--- src/logic/eth_rx_pkg.sv ---
package eth_rx_pkg;

	////////////////////////////////////////////////////////////
	// Frame and checksum constants

	// Bytes per output beat
	localparam int BEAT_BYTES = 4;

	// Trailing FCS length in bytes
	localparam int FCS_BYTES = 4;

	localparam int CRC_WIDTH = 32;

	// 04C11DB7 in bit-reversed form for the LSB-first shift
	localparam logic [CRC_WIDTH-1:0] CRC_POLY_REFL = 32'hedb8_8320;
	localparam logic [CRC_WIDTH-1:0] CRC_INIT = 32'hffff_ffff;

	////////////////////////////////////////////////////////////
	// Types

	// Receive FSM
	typedef enum logic [1:0] {
		RX_IDLE = 2'd0,
		RX_PREAMBLE = 2'd1,
		RX_BODY = 2'd2
	} rx_state_t;

	// Number of bytes handed to the CRC in one word, 0 to 4
	typedef logic [2:0] crc_len_t;

	// Output stream beat
	typedef struct packed {
		logic [8*BEAT_BYTES-1:0] data;	// first byte in data[7:0]
		logic [BEAT_BYTES-1:0] strb;
		logic valid;
		logic last;
		logic error;	// Qualified by last
	} rx_stream_t;

	// Swap between wire order (first byte high) and stream order (first byte low)
	function automatic logic [CRC_WIDTH-1:0] swap_bytes(input logic [CRC_WIDTH-1:0] word);
		return {word[7:0], word[15:8], word[23:16], word[31:24]};
	endfunction

endpackage

--- src/logic/xgmii_pkg.sv ---
package xgmii_pkg;

	////////////////////////////////////////////////////////////
	// Lane layout

	// Four byte lanes per 32-bit XGMII word
	localparam int XGMII_LANES = 4;

	// Lane 3 carries the byte that goes first on the wire
	localparam int XGMII_FIRST_LANE = XGMII_LANES - 1;

	////////////////////////////////////////////////////////////
	// Control characters

	// Only meaningful on a lane whose ctl bit is set
	localparam logic [7:0] XGMII_CTL_IDLE = 8'h07;
	localparam logic [7:0] XGMII_CTL_START = 8'hfb;
	localparam logic [7:0] XGMII_CTL_END = 8'hfd;
	localparam logic [7:0] XGMII_CTL_ERROR = 8'hfe;

	// Preamble tail and SFD in the word after the start word
	localparam logic [8*XGMII_LANES-1:0] XGMII_PREAMBLE_SFD = 32'h5555_55d5;

	////////////////////////////////////////////////////////////
	// Bus types

	// One flag per lane
	// Bit 3 belongs to the first byte of the word
	typedef logic [XGMII_LANES-1:0] lane_flags_t;

	// One receive word as delivered by the PHY
	typedef struct packed {
		// First byte on the wire sits in data[31:24]
		logic [8*XGMII_LANES-1:0] data;
		// Set per lane when the byte is a control character
		lane_flags_t ctl;
		// Word qualifier, gaps are allowed
		logic valid;
	} xgmii_bus_t;

endpackage

--- src/logic/crc32_eth_x32.sv ---
module crc32_eth_x32 (
	input logic xgmii_rx_clk,
	input logic reset,
	input logic crc_reset,
	input logic ce,
	input logic [eth_rx_pkg::CRC_WIDTH-1:0] din,
	input eth_rx_pkg::crc_len_t din_len,
	output logic [eth_rx_pkg::CRC_WIDTH-1:0] crc_value
);
	import eth_rx_pkg::*;

	// Data half of the update, computed against a zero state
	logic [CRC_WIDTH-1:0] data_term;
	crc_len_t len_q;
	logic [CRC_WIDTH-1:0] crc_state;
	logic [CRC_WIDTH-1:0] crc_inv;

	// Reflected CRC-32 over the leading len bytes of data
	// first byte in data[31:24]
	function automatic logic [CRC_WIDTH-1:0] crc_update(
		input logic [CRC_WIDTH-1:0] crc_in,
		input logic [CRC_WIDTH-1:0] data,
		input crc_len_t len
	);
		logic [CRC_WIDTH-1:0] c;
		c = crc_in;
		for (int i = 0; i < FCS_BYTES; i++) begin
			if (i < len) begin
				c = c ^ {24'h0, data[CRC_WIDTH-1-8*i -: 8]};
				for (int k = 0; k < 8; k++) begin
					if (c[0]) begin
						c = (c >> 1) ^ CRC_POLY_REFL;
					end else begin
						c = c >> 1;
					end
				end
			end
		end
		return c;
	endfunction

	////////////////////////////////////////////////////////////
	// Two stage update

	// The update is linear so state and data parts split cleanly
	// Stage 1 folds the data, stage 2 shifts the state and merges
	always_ff @(posedge xgmii_rx_clk) begin
		if (ce) begin
			data_term <= crc_update('0, din, din_len);
		end
	end

	always_ff @(posedge xgmii_rx_clk) begin
		if (reset || crc_reset) begin
			len_q <= '0;
			crc_state <= CRC_INIT;
		end else if (ce) begin
			len_q <= din_len;
			crc_state <= crc_update(crc_state, '0, len_q) ^ data_term;
		end
	end

	// Complemented and in the byte order the FCS arrives in
	assign crc_inv = ~crc_state;
	assign crc_value = swap_bytes(crc_inv);

endmodule

--- src/logic/rx_fcs_check.sv ---
module rx_fcs_check (
	input logic xgmii_rx_clk,
	input logic reset,
	input logic valid,
	input logic fcs_due,
	input logic abort,
	input logic [eth_rx_pkg::CRC_WIDTH-1:0] expected_fcs,
	input logic [eth_rx_pkg::CRC_WIDTH-1:0] crc_value,
	output logic last,
	output logic error
);
	import eth_rx_pkg::*;

	////////////////////////////////////////////////////////////
	// Expected FCS delay line

	// Two valid words to match the CRC pipeline
	logic [CRC_WIDTH-1:0] fcs_d1;
	logic [CRC_WIDTH-1:0] fcs_d2;

	always_ff @(posedge xgmii_rx_clk) begin
		if (valid) begin
			fcs_d1 <= expected_fcs;
			fcs_d2 <= fcs_d1;
		end
	end

	////////////////////////////////////////////////////////////
	// End of frame flags

	// Flags are single-cycle strobes
	always_ff @(posedge xgmii_rx_clk) begin
		if (reset) begin
			last <= 1'b0;
			error <= 1'b0;
		end else begin
			last <= 1'b0;
			error <= 1'b0;

			if (valid) begin
				if (abort) begin
					// In-band error ends the frame at once
					last <= 1'b1;
					error <= 1'b1;
				end else if (fcs_due) begin
					// CRC now covers the whole body
					last <= 1'b1;
					error <= (fcs_d2 != crc_value);
				end
			end
		end
	end

endmodule

--- src/logic/rx_frame_control.sv ---
module rx_frame_control (
	input logic xgmii_rx_clk,
	input logic reset,
	input logic valid,
	input logic start_seen,
	input logic preamble_ok,
	input xgmii_pkg::lane_flags_t end_lanes,
	input xgmii_pkg::lane_flags_t error_lanes,
	output logic in_body,
	output logic first_body,
	output logic crc_reset,
	output logic fcs_due,
	output logic abort
);
	import eth_rx_pkg::*;

	rx_state_t state;

	// First stage of the FCS-pending pipeline
	logic end_pending;

	assign in_body = (state == RX_BODY);

	// In-band error anywhere inside a frame kills it
	// Errors between frames are ignored
	assign abort = valid && (|error_lanes) && (state != RX_IDLE);

	////////////////////////////////////////////////////////////
	// Receive FSM

	always_ff @(posedge xgmii_rx_clk) begin
		if (reset) begin
			state <= RX_IDLE;
			first_body <= 1'b0;
			crc_reset <= 1'b0;
			end_pending <= 1'b0;
			fcs_due <= 1'b0;
		end else if (valid) begin
			// Marks the word right after the preamble
			first_body <= (state == RX_PREAMBLE);
			// High through the preamble word so the CRC starts from its seed
			crc_reset <= (state == RX_IDLE) && start_seen;

			// End marker walks two stages to line up with the CRC latency
			end_pending <= 1'b0;
			fcs_due <= end_pending;

			case (state)
				RX_IDLE: begin
					// Idles and stray errors are dropped here
					if (start_seen) begin
						state <= RX_PREAMBLE;
					end
				end

				RX_PREAMBLE: begin
					// Exactly one preamble word is allowed
					// Anything else drops the frame
					if (preamble_ok) begin
						state <= RX_BODY;
					end else begin
						state <= RX_IDLE;
					end
				end

				RX_BODY: begin
					// End can sit in any lane
					if (|end_lanes) begin
						end_pending <= 1'b1;
						state <= RX_IDLE;
					end
				end

				default: begin
					state <= RX_IDLE;
				end
			endcase

			// Abort wins over everything above
			if (abort) begin
				state <= RX_IDLE;
				end_pending <= 1'b0;
				fcs_due <= 1'b0;
			end
		end
	end

endmodule

--- src/logic/rx_lane_packer.sv ---
module rx_lane_packer (
	input logic xgmii_rx_clk,
	input logic reset,
	input xgmii_pkg::xgmii_bus_t xgmii_rx,
	input xgmii_pkg::lane_flags_t end_lanes,
	input logic in_body,
	input logic first_body,
	output eth_rx_pkg::rx_stream_t beat,
	output logic [eth_rx_pkg::CRC_WIDTH-1:0] crc_data,
	output eth_rx_pkg::crc_len_t crc_len,
	output logic [eth_rx_pkg::CRC_WIDTH-1:0] expected_fcs
);
	import xgmii_pkg::*;
	import eth_rx_pkg::*;

	// Previous word in stream order, held until we know it is not FCS
	logic [8*BEAT_BYTES-1:0] held;
	logic [BEAT_BYTES-1:0] strb_next;

	logic beat_valid;
	logic [8*BEAT_BYTES-1:0] beat_data;
	logic [BEAT_BYTES-1:0] beat_strb;

	////////////////////////////////////////////////////////////
	// Decide what part of the held word is payload

	always_comb begin
		strb_next = '0;
		crc_len = '0;
		expected_fcs = '0;

		// Word after the preamble is only captured, never sent on its own cycle
		if (xgmii_rx.valid && in_body && !first_body) begin
			if (end_lanes[3]) begin
				// Held word is all FCS
				expected_fcs = swap_bytes(held);
			end else if (end_lanes[2]) begin
				strb_next = 4'b0001;
				crc_len = 3'd1;
				expected_fcs = {held[15:8], held[23:16], held[31:24], xgmii_rx.data[31:24]};
			end else if (end_lanes[1]) begin
				strb_next = 4'b0011;
				crc_len = 3'd2;
				expected_fcs = {held[23:16], held[31:24], xgmii_rx.data[31:16]};
			end else if (end_lanes[0]) begin
				strb_next = 4'b0111;
				crc_len = 3'd3;
				expected_fcs = {held[31:24], xgmii_rx.data[31:8]};
			end else if (xgmii_rx.ctl == '0) begin
				// Frame continues so the whole held word is payload
				strb_next = '1;
				crc_len = crc_len_t'(FCS_BYTES);
			end
		end
	end

	// CRC takes bytes in wire order
	assign crc_data = swap_bytes(held);

	////////////////////////////////////////////////////////////
	// Registers

	always_ff @(posedge xgmii_rx_clk) begin
		if (xgmii_rx.valid) begin
			held <= swap_bytes(xgmii_rx.data);
		end
	end

	// Beat strobe drops on every cycle without new payload
	always_ff @(posedge xgmii_rx_clk) begin
		if (reset) begin
			beat_valid <= 1'b0;
		end else begin
			beat_valid <= |strb_next;
		end
	end

	always_ff @(posedge xgmii_rx_clk) begin
		if (|strb_next) begin
			beat_data <= held;
			beat_strb <= strb_next;
		end
	end

	// End and status flags are added at the top level
	assign beat = '{data: beat_data, strb: beat_strb, valid: beat_valid,
		last: 1'b0, error: 1'b0};

endmodule

--- src/logic/xgmii_lane_decoder.sv ---
module xgmii_lane_decoder (
	input xgmii_pkg::xgmii_bus_t xgmii_rx,
	output xgmii_pkg::lane_flags_t end_lanes,
	output xgmii_pkg::lane_flags_t error_lanes,
	output logic start_seen,
	output logic preamble_ok
);
	import xgmii_pkg::*;

	////////////////////////////////////////////////////////////
	// Per-lane control character match

	// End and error may show up in any lane
	// Frames are not a multiple of four bytes long
	always_comb begin
		for (int lane = 0; lane < XGMII_LANES; lane++) begin
			end_lanes[lane] = xgmii_rx.ctl[lane] &&
				(xgmii_rx.data[8*lane +: 8] == XGMII_CTL_END);
			error_lanes[lane] = xgmii_rx.ctl[lane] &&
				(xgmii_rx.data[8*lane +: 8] == XGMII_CTL_ERROR);
		end
	end

	////////////////////////////////////////////////////////////
	// Start of frame

	// Start is only legal in the leftmost lane
	assign start_seen = xgmii_rx.ctl[XGMII_FIRST_LANE] &&
		(xgmii_rx.data[8*XGMII_FIRST_LANE +: 8] == XGMII_CTL_START);

	// Word after start must be plain data 55 55 55 D5
	// Any control bit makes it a bad preamble
	assign preamble_ok = (xgmii_rx.ctl == '0) &&
		(xgmii_rx.data == XGMII_PREAMBLE_SFD);

endmodule

--- src/logic/xgmii_rx_mac.sv ---
module xgmii_rx_mac (
	input logic xgmii_rx_clk,
	input logic reset,
	input xgmii_pkg::xgmii_bus_t xgmii_rx,
	output eth_rx_pkg::rx_stream_t rx_out
);
	import xgmii_pkg::*;
	import eth_rx_pkg::*;

	lane_flags_t end_lanes;
	lane_flags_t error_lanes;
	logic start_seen;
	logic preamble_ok;

	logic in_body;
	logic first_body;
	logic crc_reset;
	logic fcs_due;
	logic abort;

	rx_stream_t beat;
	logic [CRC_WIDTH-1:0] crc_data;
	crc_len_t crc_len;
	logic [CRC_WIDTH-1:0] expected_fcs;
	logic [CRC_WIDTH-1:0] crc_value;

	logic fcs_last;
	logic fcs_error;

	////////////////////////////////////////////////////////////
	// Datapath

	xgmii_lane_decoder u_lane_decoder (
		.xgmii_rx(xgmii_rx),
		.end_lanes(end_lanes),
		.error_lanes(error_lanes),
		.start_seen(start_seen),
		.preamble_ok(preamble_ok)
	);

	rx_frame_control u_frame_control (
		.xgmii_rx_clk(xgmii_rx_clk),
		.reset(reset),
		.valid(xgmii_rx.valid),
		.start_seen(start_seen),
		.preamble_ok(preamble_ok),
		.end_lanes(end_lanes),
		.error_lanes(error_lanes),
		.in_body(in_body),
		.first_body(first_body),
		.crc_reset(crc_reset),
		.fcs_due(fcs_due),
		.abort(abort)
	);

	rx_lane_packer u_lane_packer (
		.xgmii_rx_clk(xgmii_rx_clk),
		.reset(reset),
		.xgmii_rx(xgmii_rx),
		.end_lanes(end_lanes),
		.in_body(in_body),
		.first_body(first_body),
		.beat(beat),
		.crc_data(crc_data),
		.crc_len(crc_len),
		.expected_fcs(expected_fcs)
	);

	// CRC advances with the input words
	crc32_eth_x32 u_crc (
		.xgmii_rx_clk(xgmii_rx_clk),
		.reset(reset),
		.crc_reset(crc_reset),
		.ce(xgmii_rx.valid),
		.din(crc_data),
		.din_len(crc_len),
		.crc_value(crc_value)
	);

	rx_fcs_check u_fcs_check (
		.xgmii_rx_clk(xgmii_rx_clk),
		.reset(reset),
		.valid(xgmii_rx.valid),
		.fcs_due(fcs_due),
		.abort(abort),
		.expected_fcs(expected_fcs),
		.crc_value(crc_value),
		.last(fcs_last),
		.error(fcs_error)
	);

	////////////////////////////////////////////////////////////
	// Output merge

	// The end-of-frame beat carries no bytes
	always_comb begin
		rx_out = beat;
		rx_out.valid = beat.valid | fcs_last;
		rx_out.last = fcs_last;
		rx_out.error = fcs_error;
		if (fcs_last) begin
			rx_out.strb = '0;
		end
	end

endmodule

--- config.mk ---
export PLATFORM = sky130hd
export DESIGN_NAME = xgmii_rx_mac
export DESIGN_NICKNAME = d
export VERILOG_FILES = /design/src/logic/eth_rx_pkg.sv /design/src/logic/xgmii_pkg.sv /design/src/logic/crc32_eth_x32.sv /design/src/logic/rx_fcs_check.sv /design/src/logic/rx_frame_control.sv /design/src/logic/rx_lane_packer.sv /design/src/logic/xgmii_lane_decoder.sv /design/src/logic/xgmii_rx_mac.sv
export SDC_FILE = /design/constraint.sdc
export NUM_CORES = 1
export LEC_CHECK = 0
export BUFFER_PORTS_ARGS = -buffer_cell sky130_fd_sc_hd__buf_2
export CAP_MARGIN = 30
export CORE_ASPECT_RATIO = 1.5
export CORE_UTILIZATION = 60
export CTS_BUF_LIST = sky130_fd_sc_hd__clkbuf_4 sky130_fd_sc_hd__clkbuf_8
export DETAILED_ROUTE_END_ITERATION = 16
export GPL_TIMING_DRIVEN = 0
export HOLD_SLACK_MARGIN = 0.12
export PLACE_DENSITY = 0.74
export SLEW_MARGIN = 20
export SYNTH_ARGS = -nofsm -noshare
export SYNTH_HDL_FRONTEND = slang
export SYNTH_SLANG_ARGS = --single-unit
--- constraint.sdc ---
create_clock -name xgmii_rx_clk -period 6.4 [get_ports xgmii_rx_clk]
set_clock_uncertainty 0.2 [all_clocks]
set_input_delay 0.64 -clock xgmii_rx_clk [delete_from_list [all_inputs] [get_ports xgmii_rx_clk]]
set_output_delay 0.64 -clock xgmii_rx_clk [all_outputs]
set_load 0.1 [all_outputs]
==> results <==
- The slew at the pin closest to its max-slew limit is about 1.0 ns.
- The kind of critical path is register to register.
- Timing analysis after detailed placement gives a worst setup slack of -0.8224 ns.
- Row generation in the floorplan step produced 76 rows.
- The final estimated routing congestion in global placement is 1.008.
- The worst pin sits at a relative slew slack of around 31%.
- The number of warning messages in the yosys log is 0.
- From synthesis to final layout, the design area changed by 11.15%.
- For the worst-skew pair, the clock arrives at the later sink with an insertion delay of 0.59 ns.
- In this run, the clock network consumes 22.8% of the power.
- The library cell used most frequently in the layout, excluding fill and tap cells, is sky130_fd_sc_hd__xnor2_1.
- Max-cap violations in this run came to 0.
- Clock tree synthesis found a total of 208 sinks.
- The worst setup path is captured at a register.
- The clock tree from TritonCTS is done.
- The cell sitting at the root of the clock tree is a sky130_fd_sc_hd__clkbuf_8.
- The run finished with clean final reports.
- The min-delay analysis places its worst path in the category primary input to register.
- The final layout contains routed wiring with a total length of 61970 um.
- Cells with a size suffix above 1 make up roughly an eighth of the layout.
- The count of nets left with antenna violations once routing finished came out at 0.
- From left edge to right edge, the die measures roughly 140 um.
- In this run, synthesis produced a sequential element count of 208.
- The pin count of the biggest net entering global routing is 73.
- The clock-pin transition on the worst setup and hold timing paths is 0.07 ns.
- The net switching share of the total power is 35.66%.
- The top achievable clock speed is roughly 160 MHz.
- Detailed placement finished with a half-perimeter wire length of ~48000 um.
- Power spread over the standard cell area amounts to about 230 mW/mm2.
- The post-layout net count is 1985.
- In the synthesized netlist the dominant register cell turns out to be sky130_fd_sc_hd__edfxtp_1.
- The gate count of the mapped netlist is 1809.
- The utilization after layout is 68.06%.
- In the routed design, unresolved DRC markers number 0.
- The overall routing resource usage is between 40% and 50%.
- Adding up every negative setup slack in the final design gives 0 ns.
- Leaving out fill and tap cells, the most frequent cells in the layout are 326 x sky130_fd_sc_hd__xnor2_1, 164 x sky130_fd_sc_hd__edfxtp_1, 158 x sky130_fd_sc_hd__xor2_1.
- During placement, the flow inserted port buffers numbering just under 80.
- The distinct cell type count after synthesis is 91.
- The count of cells in the finished layout, fillers not included, comes to 2357.
- The setup check on the worst reg-to-reg path leaves a slack of between 0.09 and 0.1 ns.
- The share of power burned in combinational logic is 41.3%.
- The area inside the core boundary is 0.02891 mm2.
- At the worst endpoint, the arrival time is 6.38 ns.
- Summing all placed instances gives a cell area of 0.01865 mm2.
- The area enclosed by the die boundary is 0.03021 mm2.
- The maximum clock path buffer count is 3.
- The synthesized net count is roughly 1800.
- The synthesized area is 0.01770 mm2.
- Summed over all nets, the switching power comes to 1.617 mW.
- The hold violation count in the final report is 0.
- The first detailed-routing pass ran for 6 iterations.
- The internal power of the cells totals 2.917 mW.
- The number of antenna violations at the first check in global routing is 0.
- After the first detailed-routing iteration, the DRC count stood at ~1400.
- The per-cell routed wire length is 26.29 um.
- The final clock period utilization by the worst path is 98.57%.
- The total overflow left after global routing is 0.
- For this design the static power due to leakage is 7.038 nW.
- The repair_antennas step left the layout with diodes totalling 0.
- In this run, CTS created clock tree buffers numbering 27.
- During I/O placement, the number of pins put on the boundary was 78.
- At the worst endpoint, the required time is 6.47 ns.
- The via count of the first global-routing pass was 14680.
- Sequential cells account for between 30 and 40% of the total power.
- On the final layout, the worst hold slack is 0.1615 ns.
- STA classifies the critical path startpoint as a register.
- The number of failing setup endpoints in the final timing report is 0.
- The worst-case IR drop observed on VDD is ~0.21 mV.
- The total power draw is 4.534 mW.
- The vias per cell is 6.251.
- In this run the mean area of a mapped cell was 9.785 um2.
- Counting flops with a built-in enable in the synthesized netlist gives 164.
- For this run, asynchronously set or reset flops after synthesis account for 0%.
- The post-route minimum period is 6.309 ns.
- The count of placed standard cells including taps is 2281.
- Once the floorplan was initialized, standard cells occupied 61.23% of the core.
- Of all nets on the critical path, the largest fanout is 10.
- The max-slew violation count is 0.
- After routing the design area is 0.01968 mm2.
- The final critical-path setup slack is 0.09146 ns.
- The maximum level of the CTS H-tree is 1.
- From bottom edge to top edge, the die measures roughly 210 um.
- The wire length of the first global-routing pass is ~92000 um.
- The total number of vias is 14730.
- The count of buffers added by post-CTS timing repair for setup is 0.
- After synthesis, flip-flops and latches occupy 32.80% of the total area.
-- flip-flops by register name, summed over array words and instances (netlist names), 2 cells and up --
name and flops:
u_crc.len_q 3, u_crc.crc_state 32, u_crc.data_term 32, u_lane_packer.held 32, u_frame_control.state 2, u_lane_packer.beat_strb 4
u_fcs_check.fcs_d2 32, u_lane_packer.beat_data 32, u_fcs_check.fcs_d1 32
-- layer usage --
layer / track usage [%] / share of wire [%] / vias to the layer above
met5: 0 / 0 / -
met1: 42.16 / 33 / 6859
met3: 8.896 / 7.1 / 368
li1: - / - / 6649
met4: 39.82 / 11 / 0
met2: 72.21 / 48 / 857
-- area by class of cell --
cell class,instances,area [um2]
Buffer,152,729.5
Clock buffer,36,445.4
Clock inverter,14,120.1
Fill cell,2315,9233
Inverter,8,35.03
Multi-Input combinational cell,1438,11300
Sequential cell,208,5806
Tap cell,390,488.0
Timing Repair Buffer,111,755.7
-- synth_stat cells (8+ instances only) --
master | count | share of area, %
sky130_fd_sc_hd__a211oi_1 | 11 | 0.47
sky130_fd_sc_hd__a21oi_1 | 108 | 3.1
sky130_fd_sc_hd__a221o_1 | 29 | 1.6
sky130_fd_sc_hd__a22oi_1 | 8 | 0.34
sky130_fd_sc_hd__buf_1 | 11 | 0.23
sky130_fd_sc_hd__buf_2 | 14 | 0.40
sky130_fd_sc_hd__buf_4 | 35 | 1.5
sky130_fd_sc_hd__clkbuf_1 | 94 | 2.0
sky130_fd_sc_hd__dfxtp_1 | 44 | 5.0
sky130_fd_sc_hd__edfxtp_1 | 164 | 28
sky130_fd_sc_hd__mux2i_1 | 71 | 4.0
sky130_fd_sc_hd__nand2_1 | 135 | 2.9
sky130_fd_sc_hd__nand3_1 | 19 | 0.54
sky130_fd_sc_hd__nand4_1 | 10 | 0.35
sky130_fd_sc_hd__nor2_1 | 131 | 2.8
sky130_fd_sc_hd__nor2b_1 | 9 | 0.32
sky130_fd_sc_hd__nor3_1 | 21 | 0.59
sky130_fd_sc_hd__nor4_1 | 15 | 0.53
sky130_fd_sc_hd__o211ai_1 | 9 | 0.38
sky130_fd_sc_hd__o21ai_0 | 129 | 3.6
sky130_fd_sc_hd__o21ai_1 | 20 | 0.57
sky130_fd_sc_hd__or3_1 | 13 | 0.46
sky130_fd_sc_hd__xnor2_1 | 332 | 16
sky130_fd_sc_hd__xnor2_2 | 8 | 0.74
sky130_fd_sc_hd__xnor3_1 | 37 | 4.7
sky130_fd_sc_hd__xor2_1 | 160 | 7.9
sky130_fd_sc_hd__xor3_1 | 13 | 1.7
-- repair_timing --
action                                 4_1_cts  5_1_grt
setup endpoints to repair                   13       25
pin swaps                                    0        0
resized for setup                            9       18
hold buffers                                25        0
endpoints found under the hold margin       25        0
-- power groups by stage --
stage	sequential, mW	clock [mW]	combinational (mW)
finish	1.63	1.03	1.87
global route	1.63	1.09	1.98
CTS	1.61	1.03	1.82
detailed placement	1.64	0	1.79
global placement	1.64	0	1.77
floorplan	1.60	0	1.41
-- cells by family after synthesis --
group | count (synthesis) | share of synthesized area (%)
xor+xnor | 560 | 32.94
simple gates | 411 | 10.96
compound gates | 388 | 14.36
flops | 208 | 32.80
buf+inv | 163 | 4.368
mux | 79 | 4.566
-- worst max-delay path, stage by stage, from the launching register on --
cell	delay, ns
sky130_fd_sc_hd__dfxtp_1	0.49
sky130_fd_sc_hd__nand4bb_1	0.27
sky130_fd_sc_hd__or2_1	0.31
sky130_fd_sc_hd__buf_6	0.14
sky130_fd_sc_hd__inv_6	0.10
sky130_fd_sc_hd__o41ai_4	0.16
sky130_fd_sc_hd__o32ai_2	0.76
sky130_fd_sc_hd__xor2_4	0.43
sky130_fd_sc_hd__xnor2_1	0.15
sky130_fd_sc_hd__o21ai_1	0.35
sky130_fd_sc_hd__xor2_1	0.58
sky130_fd_sc_hd__xnor3_1	0.53
sky130_fd_sc_hd__mux2i_2	0.34
sky130_fd_sc_hd__xnor2_4	0.20
sky130_fd_sc_hd__xnor2_2	0.26
sky130_fd_sc_hd__xnor2_1	0.42
sky130_fd_sc_hd__xnor2_1	0.17
sky130_fd_sc_hd__mux2i_1	0.11
-- path summary, 6_finish.rpt --
| kind | start | end | cells past startpoint |
|---|---|---|---|
| min reg2reg | u_fcs_check.fcs_d1[14]$_SDFFCE_PN0P_ | u_fcs_check.fcs_d2[14]$_DFFE_PP_ | 0 |
| max | u_frame_control.state[1]$_SDFFE_PP0P_ | u_crc.data_term[18]$_DFFE_PP_ | 17 |
| min | xgmii_rx[34] | u_lane_packer.held[5]$_DFFE_PP_ | 1 |
| max reg2reg | u_frame_control.state[1]$_SDFFE_PP0P_ | u_crc.data_term[18]$_DFFE_PP_ | 17 |
(Power assumes the default switching activity.)
